[src/verilog/ex_defs.svh]
`ifndef EX_DEFS_SVH
`define EX_DEFS_SVH

`define EX_XLEN 32
`define EX_REG_ADDR_W 5
`define EX_OP_W 6
`define EX_DIV_STEPS 32

// Single-cycle operations
`define EX_OP_ADD 6'd0
`define EX_OP_SUB 6'd1
`define EX_OP_AND 6'd2
`define EX_OP_OR 6'd3
`define EX_OP_XOR 6'd4
`define EX_OP_NOR 6'd5
`define EX_OP_SLL 6'd6
`define EX_OP_SRL 6'd7
`define EX_OP_SRA 6'd8
`define EX_OP_SLT 6'd9
`define EX_OP_SLTU 6'd10
`define EX_OP_LUI 6'd11
`define EX_OP_PCADD 6'd12

// Multi-cycle operations
`define EX_OP_MUL 6'd16
`define EX_OP_MULH 6'd17
`define EX_OP_MULHU 6'd18
`define EX_OP_DIV 6'd19
`define EX_OP_DIVU 6'd20
`define EX_OP_MOD 6'd21
`define EX_OP_MODU 6'd22

// Branches and jump
`define EX_OP_BEQ 6'd32
`define EX_OP_BNE 6'd33
`define EX_OP_BLT 6'd34
`define EX_OP_BGE 6'd35
`define EX_OP_BLTU 6'd36
`define EX_OP_BGEU 6'd37
`define EX_OP_JIRL 6'd38

// Loads and stores
`define EX_OP_LDW 6'd48
`define EX_OP_LDH 6'd49
`define EX_OP_LDB 6'd50
`define EX_OP_STW 6'd51
`define EX_OP_STH 6'd52
`define EX_OP_STB 6'd53

`endif

[src/verilog/ex_pkg.sv]
`default_nettype none

`include "ex_defs.svh"

package ex_pkg;

    typedef logic [`EX_XLEN-1:0] word_t;
    typedef logic [`EX_REG_ADDR_W-1:0] reg_addr_t;
    typedef logic [`EX_OP_W-1:0] aluop_t;

    // 0 byte, 1 half, 2 word
    typedef logic [1:0] mem_size_t;

    typedef enum logic [1:0] {
        DIV_IDLE,
        DIV_RUN,
        DIV_DONE
    } div_state_t;

    // Launch state of the multi-cycle ops
    typedef enum logic [1:0] {
        MD_IDLE,
        MD_WAIT,
        MD_HOLD
    } md_state_t;

endpackage

`default_nettype wire

[src/verilog/ex_alu.sv]
`timescale 1ns/1ps
`default_nettype none

`include "ex_defs.svh"

module ex_alu (
    input  wire ex_pkg::aluop_t op_i,
    input  wire ex_pkg::word_t  pc_i,
    input  wire ex_pkg::word_t  op1_i,
    input  wire ex_pkg::word_t  op2_i,
    input  wire ex_pkg::word_t  imm_i,
    output ex_pkg::word_t       alu_result_o,
    output ex_pkg::word_t       branch_target_o,
    output logic                branch_taken_o
);
    import ex_pkg::*;

    word_t sum;
    word_t diff;
    logic  lt_s;
    logic  lt_u;

    assign sum  = op1_i + op2_i;
    assign diff = op1_i - op2_i;
    assign lt_s = $signed(op1_i) < $signed(op2_i);
    assign lt_u = op1_i < op2_i;

    always_comb begin
        case (op_i)
            `EX_OP_ADD:   alu_result_o = sum;
            `EX_OP_SUB:   alu_result_o = diff;
            `EX_OP_AND:   alu_result_o = op1_i & op2_i;
            `EX_OP_OR:    alu_result_o = op1_i | op2_i;
            `EX_OP_XOR:   alu_result_o = op1_i ^ op2_i;
            `EX_OP_NOR:   alu_result_o = ~(op1_i | op2_i);
            `EX_OP_SLL:   alu_result_o = op1_i << op2_i[4:0];
            `EX_OP_SRL:   alu_result_o = op1_i >> op2_i[4:0];
            `EX_OP_SRA:   alu_result_o = word_t'($signed(op1_i) >>> op2_i[4:0]);
            `EX_OP_SLT:   alu_result_o = {{(`EX_XLEN-1){1'b0}}, lt_s};
            `EX_OP_SLTU:  alu_result_o = {{(`EX_XLEN-1){1'b0}}, lt_u};
            `EX_OP_LUI:   alu_result_o = op2_i;
            `EX_OP_PCADD: alu_result_o = pc_i + op2_i;
            // Link value
            `EX_OP_JIRL:  alu_result_o = pc_i + word_t'(4);
            default:      alu_result_o = '0;
        endcase
    end

    always_comb begin
        case (op_i)
            `EX_OP_BEQ:  branch_taken_o = (diff == '0);
            `EX_OP_BNE:  branch_taken_o = (diff != '0);
            `EX_OP_BLT:  branch_taken_o = lt_s;
            `EX_OP_BGE:  branch_taken_o = !lt_s;
            `EX_OP_BLTU: branch_taken_o = lt_u;
            `EX_OP_BGEU: branch_taken_o = !lt_u;
            `EX_OP_JIRL: branch_taken_o = 1'b1;
            default:     branch_taken_o = 1'b0;
        endcase
    end

    // Register-indirect for JIRL, PC-relative otherwise
    assign branch_target_o = (op_i == `EX_OP_JIRL) ? op1_i + imm_i : pc_i + imm_i;

endmodule

`default_nettype wire

[src/verilog/ex_mul_unit.sv]
`timescale 1ns/1ps
`default_nettype none

`include "ex_defs.svh"

module ex_mul_unit (
    input  wire                clk,
    input  wire                rst,
    input  wire                start_i,
    input  wire                high_i,
    input  wire                signed_i,
    input  wire ex_pkg::word_t a_i,
    input  wire ex_pkg::word_t b_i,
    output logic               done_o,
    output ex_pkg::word_t      result_o
);
    import ex_pkg::*;

    logic [`EX_XLEN:0] a_q;
    logic [`EX_XLEN:0] b_q;
    logic              high_q;
    logic              v1_q;
    logic [2*`EX_XLEN+1:0] prod;

    // Extra top bit lets one signed multiplier cover both signednesses
    assign prod = $signed(a_q) * $signed(b_q);

    always_ff @(posedge clk) begin
        if (rst) begin
            v1_q   <= 1'b0;
            done_o <= 1'b0;
        end else begin
            v1_q   <= start_i;
            done_o <= v1_q;
        end
    end

    always_ff @(posedge clk) begin
        a_q      <= {signed_i & a_i[`EX_XLEN-1], a_i};
        b_q      <= {signed_i & b_i[`EX_XLEN-1], b_i};
        high_q   <= high_i;
        result_o <= high_q ? prod[2*`EX_XLEN-1:`EX_XLEN] : word_t'(prod[`EX_XLEN-1:0]);
    end

endmodule

`default_nettype wire

[src/verilog/ex_div_unit.sv]
`timescale 1ns/1ps
`default_nettype none

`include "ex_defs.svh"

module ex_div_unit (
    input  wire                clk,
    input  wire                rst,
    input  wire                start_i,
    input  wire                abort_i,
    input  wire                signed_i,
    input  wire                rem_i,
    input  wire ex_pkg::word_t dividend_i,
    input  wire ex_pkg::word_t divisor_i,
    output logic               done_o,
    output ex_pkg::word_t      result_o
);
    import ex_pkg::*;

    localparam int CNT_W = $clog2(`EX_DIV_STEPS);

    div_state_t        state_q;
    logic [CNT_W-1:0]  cnt_q;
    word_t             quo_q;
    word_t             rem_q;
    word_t             dvs_q;
    logic              q_neg_q;
    logic              r_neg_q;
    logic              rem_sel_q;
    word_t             divisor_nz;
    word_t             dividend_abs;
    word_t             divisor_abs;
    logic [`EX_XLEN:0] rem_shift;
    logic [`EX_XLEN:0] trial;

    // Divide by zero runs as divide by one
    assign divisor_nz   = (divisor_i == '0) ? word_t'(1) : divisor_i;
    assign dividend_abs = (signed_i & dividend_i[`EX_XLEN-1]) ? -dividend_i : dividend_i;
    assign divisor_abs  = (signed_i & divisor_nz[`EX_XLEN-1]) ? -divisor_nz : divisor_nz;

    assign rem_shift = {rem_q, quo_q[`EX_XLEN-1]};
    assign trial     = rem_shift - {1'b0, dvs_q};

    always_ff @(posedge clk) begin
        if (rst) begin
            state_q <= DIV_IDLE;
            cnt_q   <= '0;
        end else if (abort_i) begin
            state_q <= DIV_IDLE;
        end else begin
            case (state_q)
                DIV_IDLE: begin
                    if (start_i) begin
                        state_q <= DIV_RUN;
                        cnt_q   <= '0;
                    end
                end
                DIV_RUN: begin
                    cnt_q <= cnt_q + 1'b1;
                    if (cnt_q == CNT_W'(`EX_DIV_STEPS - 1)) begin
                        state_q <= DIV_DONE;
                    end
                end
                default: state_q <= DIV_IDLE;
            endcase
        end
    end

    ////////////////////
    // Restoring shift-subtract datapath
    always_ff @(posedge clk) begin
        if (state_q == DIV_IDLE && start_i) begin
            quo_q     <= dividend_abs;
            rem_q     <= '0;
            dvs_q     <= divisor_abs;
            q_neg_q   <= signed_i & (dividend_i[`EX_XLEN-1] ^ divisor_nz[`EX_XLEN-1]);
            r_neg_q   <= signed_i & dividend_i[`EX_XLEN-1];
            rem_sel_q <= rem_i;
        end else if (state_q == DIV_RUN) begin
            if (!trial[`EX_XLEN]) begin
                rem_q <= trial[`EX_XLEN-1:0];
                quo_q <= {quo_q[`EX_XLEN-2:0], 1'b1};
            end else begin
                rem_q <= rem_shift[`EX_XLEN-1:0];
                quo_q <= {quo_q[`EX_XLEN-2:0], 1'b0};
            end
        end
    end

    assign done_o   = (state_q == DIV_DONE);
    // Remainder follows the dividend's sign
    assign result_o = rem_sel_q ? (r_neg_q ? -rem_q : rem_q) : (q_neg_q ? -quo_q : quo_q);

endmodule

`default_nettype wire

[src/verilog/ex_mem_addr.sv]
`timescale 1ns/1ps
`default_nettype none

`include "ex_defs.svh"

module ex_mem_addr (
    input  wire ex_pkg::aluop_t op_i,
    input  wire ex_pkg::word_t  base_i,
    input  wire ex_pkg::word_t  imm_i,
    output ex_pkg::word_t       addr_o,
    output ex_pkg::mem_size_t   size_o,
    output logic                load_o,
    output logic                store_o,
    output logic                excp_ale_o
);

    logic misaligned;

    assign addr_o  = base_i + imm_i;
    assign load_o  = (op_i == `EX_OP_LDW) | (op_i == `EX_OP_LDH) | (op_i == `EX_OP_LDB);
    assign store_o = (op_i == `EX_OP_STW) | (op_i == `EX_OP_STH) | (op_i == `EX_OP_STB);

    always_comb begin
        case (op_i)
            `EX_OP_LDB, `EX_OP_STB: size_o = 2'd0;
            `EX_OP_LDH, `EX_OP_STH: size_o = 2'd1;
            default:                size_o = 2'd2;
        endcase
    end

    // Byte accesses never fault
    assign misaligned = (size_o == 2'd1) ? addr_o[0] :
                        (size_o == 2'd2) ? |addr_o[1:0] : 1'b0;
    assign excp_ale_o = (load_o | store_o) & misaligned;

endmodule

`default_nettype wire

[src/verilog/ex_ctrl.sv]
`timescale 1ns/1ps
`default_nettype none

`include "ex_defs.svh"

module ex_ctrl (
    input  wire                    clk,
    input  wire                    rst,
    input  wire                    flush_i,
    input  wire                    advance_i,
    input  wire                    in_valid_i,
    input  wire ex_pkg::aluop_t    aluop_i,
    input  wire                    wreg_i,
    input  wire ex_pkg::reg_addr_t waddr_i,
    input  wire                    predicted_taken_i,
    input  wire ex_pkg::word_t     alu_result_i,
    input  wire                    branch_taken_i,
    input  wire ex_pkg::word_t     branch_target_i,
    input  wire                    mul_done_i,
    input  wire ex_pkg::word_t     mul_result_i,
    input  wire                    div_done_i,
    input  wire ex_pkg::word_t     div_result_i,
    input  wire ex_pkg::word_t     mem_addr_i,
    input  wire ex_pkg::mem_size_t mem_size_i,
    input  wire                    mem_load_i,
    input  wire                    mem_store_i,
    input  wire                    mem_excp_ale_i,
    output logic                   advance_ready_o,
    output logic                   mul_start_o,
    output logic                   mul_high_o,
    output logic                   mul_signed_o,
    output logic                   div_start_o,
    output logic                   div_abort_o,
    output logic                   div_signed_o,
    output logic                   div_rem_o,
    output logic                   out_valid_o,
    output logic                   out_wreg_o,
    output ex_pkg::reg_addr_t      out_waddr_o,
    output ex_pkg::word_t          out_wdata_o,
    output ex_pkg::word_t          out_mem_addr_o,
    output ex_pkg::mem_size_t      out_mem_size_o,
    output logic                   out_load_o,
    output logic                   out_store_o,
    output logic                   out_excp_ale_o,
    output logic                   fwd_valid_o,
    output logic                   fwd_data_ready_o,
    output ex_pkg::reg_addr_t      fwd_waddr_o,
    output ex_pkg::word_t          fwd_wdata_o,
    output logic                   redirect_o,
    output ex_pkg::word_t          redirect_target_o
);
    import ex_pkg::*;

    md_state_t state_q;
    word_t     md_result_q;
    word_t     wdata;
    logic      is_mul;
    logic      is_div;
    logic      md_valid;
    logic      md_done;
    logic      accept;

    assign is_mul = (aluop_i == `EX_OP_MUL) | (aluop_i == `EX_OP_MULH) |
                    (aluop_i == `EX_OP_MULHU);
    assign is_div = (aluop_i == `EX_OP_DIV) | (aluop_i == `EX_OP_DIVU) |
                    (aluop_i == `EX_OP_MOD) | (aluop_i == `EX_OP_MODU);
    assign md_valid = in_valid_i & (is_mul | is_div);

    assign mul_high_o   = (aluop_i != `EX_OP_MUL);
    assign mul_signed_o = (aluop_i != `EX_OP_MULHU);
    assign div_signed_o = (aluop_i == `EX_OP_DIV) | (aluop_i == `EX_OP_MOD);
    assign div_rem_o    = (aluop_i == `EX_OP_MOD) | (aluop_i == `EX_OP_MODU);
    assign div_abort_o  = flush_i;

    ////////////////////
    // Mul/div launch
    // A done in the start cycle belongs to a flushed multiply
    assign md_done = (mul_done_i | div_done_i) & !mul_start_o & !div_start_o;

    always_ff @(posedge clk) begin
        if (rst) begin
            state_q     <= MD_IDLE;
            mul_start_o <= 1'b0;
            div_start_o <= 1'b0;
        end else begin
            mul_start_o <= 1'b0;
            div_start_o <= 1'b0;
            if (flush_i) begin
                state_q <= MD_IDLE;
            end else begin
                case (state_q)
                    MD_IDLE: begin
                        if (md_valid) begin
                            state_q     <= MD_WAIT;
                            mul_start_o <= is_mul;
                            div_start_o <= is_div;
                        end
                    end
                    MD_WAIT: if (md_done) state_q <= MD_HOLD;
                    MD_HOLD: if (advance_i) state_q <= MD_IDLE;
                    default: state_q <= MD_IDLE;
                endcase
            end
        end
    end

    always_ff @(posedge clk) begin
        if (state_q == MD_WAIT && md_done) begin
            md_result_q <= mul_done_i ? mul_result_i : div_result_i;
        end
    end

    assign advance_ready_o = !md_valid | (state_q == MD_HOLD);
    assign accept          = advance_i & advance_ready_o;

    ////////////////////
    // Forwarding and redirect
    assign wdata            = (is_mul | is_div) ? md_result_q : alu_result_i;
    assign fwd_valid_o      = in_valid_i & wreg_i;
    assign fwd_data_ready_o = !mem_load_i & (!(is_mul | is_div) | (state_q == MD_HOLD));
    assign fwd_waddr_o      = waddr_i;
    assign fwd_wdata_o      = wdata;

    assign redirect_o = accept & in_valid_i & branch_taken_i &
                        (!predicted_taken_i | (aluop_i == `EX_OP_JIRL));
    assign redirect_target_o = branch_target_i;

    ////////////////////
    // Output register
    always_ff @(posedge clk) begin
        if (rst || flush_i) begin
            out_valid_o    <= 1'b0;
            out_wreg_o     <= 1'b0;
            out_load_o     <= 1'b0;
            out_store_o    <= 1'b0;
            out_excp_ale_o <= 1'b0;
        end else if (accept) begin
            out_valid_o    <= in_valid_i;
            out_wreg_o     <= in_valid_i & wreg_i;
            out_load_o     <= in_valid_i & mem_load_i;
            out_store_o    <= in_valid_i & mem_store_i;
            out_excp_ale_o <= in_valid_i & mem_excp_ale_i;
        end
    end

    always_ff @(posedge clk) begin
        if (accept) begin
            out_waddr_o    <= waddr_i;
            out_wdata_o    <= wdata;
            out_mem_addr_o <= mem_addr_i;
            out_mem_size_o <= mem_size_i;
        end
    end

endmodule

`default_nettype wire

[src/verilog/ex_stage.sv]
`timescale 1ns/1ps
`default_nettype none

module ex_stage (
    input  wire                    clk,
    input  wire                    rst,
    input  wire                    in_valid_i,
    input  wire ex_pkg::aluop_t    aluop_i,
    input  wire ex_pkg::word_t     pc_i,
    input  wire ex_pkg::word_t     op1_i,
    input  wire ex_pkg::word_t     op2_i,
    input  wire ex_pkg::word_t     imm_i,
    input  wire ex_pkg::reg_addr_t waddr_i,
    input  wire                    wreg_i,
    input  wire                    predicted_taken_i,
    input  wire                    advance_i,
    input  wire                    flush_i,
    output logic                   advance_ready_o,
    output logic                   out_valid_o,
    output logic                   out_wreg_o,
    output ex_pkg::reg_addr_t      out_waddr_o,
    output ex_pkg::word_t          out_wdata_o,
    output ex_pkg::word_t          out_mem_addr_o,
    output ex_pkg::mem_size_t      out_mem_size_o,
    output logic                   out_load_o,
    output logic                   out_store_o,
    output logic                   out_excp_ale_o,
    output logic                   fwd_valid_o,
    output logic                   fwd_data_ready_o,
    output ex_pkg::reg_addr_t      fwd_waddr_o,
    output ex_pkg::word_t          fwd_wdata_o,
    output logic                   redirect_o,
    output ex_pkg::word_t          redirect_target_o
);
    import ex_pkg::*;

    word_t     alu_result;
    word_t     branch_target;
    word_t     mul_result;
    word_t     div_result;
    word_t     mem_addr;
    mem_size_t mem_size;
    logic      branch_taken;
    logic      mul_start;
    logic      mul_high;
    logic      mul_signed;
    logic      mul_done;
    logic      div_start;
    logic      div_abort;
    logic      div_signed;
    logic      div_rem;
    logic      div_done;
    logic      mem_load;
    logic      mem_store;
    logic      mem_excp_ale;

    ex_ctrl ctrl0 (
        .clk(clk), .rst(rst), .flush_i(flush_i), .advance_i(advance_i),
        .in_valid_i(in_valid_i), .aluop_i(aluop_i), .wreg_i(wreg_i), .waddr_i(waddr_i),
        .predicted_taken_i(predicted_taken_i), .alu_result_i(alu_result),
        .branch_taken_i(branch_taken), .branch_target_i(branch_target),
        .mul_done_i(mul_done), .mul_result_i(mul_result),
        .div_done_i(div_done), .div_result_i(div_result),
        .mem_addr_i(mem_addr), .mem_size_i(mem_size), .mem_load_i(mem_load),
        .mem_store_i(mem_store), .mem_excp_ale_i(mem_excp_ale),
        .advance_ready_o(advance_ready_o),
        .mul_start_o(mul_start), .mul_high_o(mul_high), .mul_signed_o(mul_signed),
        .div_start_o(div_start), .div_abort_o(div_abort),
        .div_signed_o(div_signed), .div_rem_o(div_rem),
        .out_valid_o(out_valid_o), .out_wreg_o(out_wreg_o),
        .out_waddr_o(out_waddr_o), .out_wdata_o(out_wdata_o),
        .out_mem_addr_o(out_mem_addr_o), .out_mem_size_o(out_mem_size_o),
        .out_load_o(out_load_o), .out_store_o(out_store_o),
        .out_excp_ale_o(out_excp_ale_o),
        .fwd_valid_o(fwd_valid_o), .fwd_data_ready_o(fwd_data_ready_o),
        .fwd_waddr_o(fwd_waddr_o), .fwd_wdata_o(fwd_wdata_o),
        .redirect_o(redirect_o), .redirect_target_o(redirect_target_o)
    );

    ex_alu alu0 (
        .op_i(aluop_i), .pc_i(pc_i), .op1_i(op1_i), .op2_i(op2_i), .imm_i(imm_i),
        .alu_result_o(alu_result), .branch_target_o(branch_target),
        .branch_taken_o(branch_taken)
    );

    ex_mul_unit mul0 (
        .clk(clk), .rst(rst), .start_i(mul_start), .high_i(mul_high),
        .signed_i(mul_signed), .a_i(op1_i), .b_i(op2_i),
        .done_o(mul_done), .result_o(mul_result)
    );

    ex_div_unit div0 (
        .clk(clk), .rst(rst), .start_i(div_start), .abort_i(div_abort),
        .signed_i(div_signed), .rem_i(div_rem), .dividend_i(op1_i), .divisor_i(op2_i),
        .done_o(div_done), .result_o(div_result)
    );

    ex_mem_addr addr0 (
        .op_i(aluop_i), .base_i(op1_i), .imm_i(imm_i),
        .addr_o(mem_addr), .size_o(mem_size), .load_o(mem_load),
        .store_o(mem_store), .excp_ale_o(mem_excp_ale)
    );

endmodule

`default_nettype wire

[config.mk]
export PLATFORM = sky130hd
export DESIGN_NAME = ex_stage
export DESIGN_NICKNAME = d
export VERILOG_FILES = /design/src/verilog/ex_pkg.sv /design/src/verilog/ex_alu.sv /design/src/verilog/ex_mul_unit.sv /design/src/verilog/ex_div_unit.sv /design/src/verilog/ex_mem_addr.sv /design/src/verilog/ex_ctrl.sv /design/src/verilog/ex_stage.sv
export VERILOG_INCLUDE_DIRS = /design/src /design/src/verilog
export SDC_FILE = /design/constraint.sdc
export NUM_CORES = 2
export LEC_CHECK = 0
export BUFFER_PORTS_ARGS = -buffer_cell sky130_fd_sc_hd__buf_4
export CORE_UTILIZATION = 59
export CTS_CLUSTER_DIAMETER = 120
export CTS_CLUSTER_SIZE = 8
export DETAILED_ROUTE_END_ITERATION = 10
export PLACE_DENSITY = 0.8
export SETUP_SLACK_MARGIN = 0.15
export SYNTH_ARGS = -nofsm -noshare
export SYNTH_HDL_FRONTEND = slang
export SYNTH_SLANG_ARGS = --single-unit
[constraint.sdc]
create_clock -name clk -period 8.4 [get_ports clk]
set_input_delay 0.84 -clock clk [delete_from_list [all_inputs] [get_ports clk]]
set_output_delay 0.84 -clock clk [all_outputs]
set_load 0.02 [all_outputs]
==> impl_metrics.ini <==
[clocking]
cts.htree.levels = 2
clk-insertion-delay-late_ps = 640
cts_made_buffers = 47
cts_sinks = 319
clk_transition_reported_paths_ps = 60
clock-root-buffer = sky130_fd_sc_hd__clkbuf_16
tritoncts = built
cts-hold-fix-buffers = 0
max-clock-path-buffers = 3

[synth]
synth_most_common_cell = sky130_fd_sc_hd__inv_1
post_synthesis_async_set_or_reset_flop_share_pct = 0
yosys.area.top_type_share_pct = 34.2
yosysWarningCount = 0
count_of_flip_flops_with_a_built_in_enable_after_synthesis = 170
yosysSeqAreaShare_pct = 12.2
area_contributors_post_synth = sky130_fd_sc_hd__fa_1 (34%), sky130_fd_sc_hd__ha_1 (8.3%), sky130_fd_sc_hd__edfxtp_1 (7.7%), sky130_fd_sc_hd__inv_1 (7.1%), sky130_fd_sc_hd__nand2_1 (5.5%)
synth_flop_cell = sky130_fd_sc_hd__edfxtp_1
syn_inst = 7609
mappedNetlistArea_sq_mm = 0.0662
number_of_register_bits_inferred_by_synthesis = 319
synthesis.nets = 9326
synth.distinct_cells = 109
synth_largest_area_cell = sky130_fd_sc_hd__fa_1
post_synth.cell_area_avg_sq_um = 8.70
synth_cell_count_leaders = sky130_fd_sc_hd__inv_1 (1260), sky130_fd_sc_hd__fa_1 (1130), sky130_fd_sc_hd__nand2_1 (968), sky130_fd_sc_hd__and2_1 (539), sky130_fd_sc_hd__ha_1 (441)

[worst_setup_path]
path_buf_inv = 8
timing.critical_path.fanout_max = 33
critPathArrivalTime_ps = 8540
path_type_of_the_worst_setup_path = reg2reg
timing.critical_path.required_ps = 8900
critPathTopFamily = adder cells
cp_slowest_cell = sky130_fd_sc_hd__fa_1
worst_path_most_repeated_cell = sky130_fd_sc_hd__fa_1
worst_setup_path_start_kind = flop
cp_slowest_stage_delay_ps = 570
worst_setup_path_end_kind = flop

[die]
die-area_sq_mm = 0.114
fp.coreArea_sq_mm = 0.111
io_pins = 295
std_cell_rows = 122
die_h_microns = 337
fp.dieW_microns = 337
initial_utilization_pct = 59.6

[timing]
rsz0062_at_grt = true
final.setup_skew_ps = 45.9
worstMarginPinSlew_ps = 1150
hold_viol = 0
relSlewSlack_pct = 23.4
layout_worst_path_cycle_share_pct = 95.7
post-route-worst-setup-slack_ps = 358
fmax_mhz = 124
final_max_slew_viol_count = 0
setup_viol = 0
setup_total_negative_slack_ps = 0
fin_worst_hold_slack_ps = 369
fin_crit_ps = 8040

[layout]
layout.nets = 9495
multi_input_area_sq_mm = 0.0521
ff_latch_area_sq_mm = 0.00815
area.growth.synth_to_final_pct = 9.78
fraction_of_final_layout_cells_with_drive_strength_greater_than_1_pct = 9.68
fill_cells = 8997

[job]
cap_violations = 0

[global_routing]
grt_pass1_vias = 58700
largest_net_degree_at_the_start_of_global_routing = 81
wire_length_of_the_first_global_routing_pass_mm = 353
gr-usage-all-layers_pct = 41.6
grt_overflow = 0
number_of_antenna_violations_at_the_first_check_in_global_routing = 15

[route]
drt_first_iter_violations = 6100
firstDrtPassIters = 8
drcViolationCount = 0
route.vias.total = 56900
drt-total-wl_mm = 235
vias_per_cell = 6.11
antenna_violating_nets_post_route = 0
post_drt_wl_per_cell_microns = 25.2

[placed_design]
dp_worst_setup_slack_ps = 37.3
quantity_of_i_o_buffers_inserted_on_ports = 294
detailed_place_hpwl_mm = 190
finalWeightedCongestion = 1.04

[run_status]
status = complete, no violations

[worst_hold_path]
min_path_type = in2reg
timing repair:
item / 4_1_cts / 5_1_grt
endpoints found under the hold margin: 0 / 0
gates cloned: 0 / 4
buffers inserted: 0 / 9
endpoints found under the setup margin: 7 / 15
pin swaps: 0 / 40
resized for setup: 12 / 104
worst paths after layout:
check | startpoint | end | slack [ps] | depth (start not counted)
setup / recovery | mul0.b_q[12] | mul0.result_o[31] | 360 | 30
hold / removal | op2_i[24] | mul0.b_q[24] | 370 | 1
setup reg to reg | mul0.b_q[12] | mul0.result_o[31] | 360 | 30
hold reg to reg | mul0.v1_q | mul0.done_o | 440 | 1
kinds of logic after synthesis:
kind of cell / Yosys count / share of synthesized area [%]
AND/OR/NAND/NOR: 2313 / 16.9
buffers and inverters: 1648 / 9.43
flip-flops: 319 / 12.2
multiplexers: 122 / 1.95
adder cells (fa/ha/maj): 1571 / 42.5
XOR/XNOR: 356 / 4.72
AO/OA/AOI/OAI: 1280 / 12.2
layout make-up:
class / count / area share, %
well taps: 1488 / 2.56
clock buffers: 79 / 1.83
flip-flops and latches: 319 / 11.2
inverters: 1264 / 6.53
multi-input cells: 5642 / 71.8
repair buffers: 504 / 5.96
clock inverters: 5 / 0.0964
diodes: 10 / 0.0344
layout by cell type, fill, tap and decap left out, drive strengths merged, types with 23 or more instances in the layout:
master / n
nor2: 338
nand2: 968
a222oi: 30
nand3: 93
o21a: 25
edfxtp: 170
or2: 23
nor3: 61
o21ai: 401
a21o: 90
buf: 500
inv: 1261
a211oi: 41
dfxtp: 149
a21oi: 383
and3: 30
o21bai: 29
nor4: 33
fa: 1130
xnor2: 252
nor2b: 61
a31oi: 33
mux2i: 103
clkbuf: 83
ha: 441
nand2b: 61
o211ai: 35
o31ai: 40
xor2: 104
and2: 539
or3: 26
nand4: 32
state kept, by name (all words and copies together), names as in the netlist, 32 cells and up:
register,cells
ctrl0.out_wdata_o,32
mul0.a_q,33
div0.rem_q,32
mul0.b_q,33
div0.quo_q,32
ctrl0.out_mem_addr_o,32
ctrl0.md_result_q,32
div0.dvs_q,32
mul0.result_o,32
per-layer routing:
layer | part of all wire, % | GRT usage [%] | wire length (microns)
met2 | 46 | 67.2 | 108000
met1 | 36 | 51.6 | 85600
met3 | 11 | 9.92 | 26000
met5 | 0.029 | 0 | 69
met4 | 6.7 | 22.9 | 15800
stage by stage:
step                      cell area (sq um)  utilization, %  cells
after floorplan                       66200               -   7609
after global placement                70700            63.7   9204
after detailed placement              70700            63.7   9204
after CTS                             72100            65.0   9288
after global routing                  72600            65.4   9301
final                                 72700            65.5   9311
Power is not shown: default switching activity piles up to over one toggle a cycle in this logic, so the estimate is an artifact.
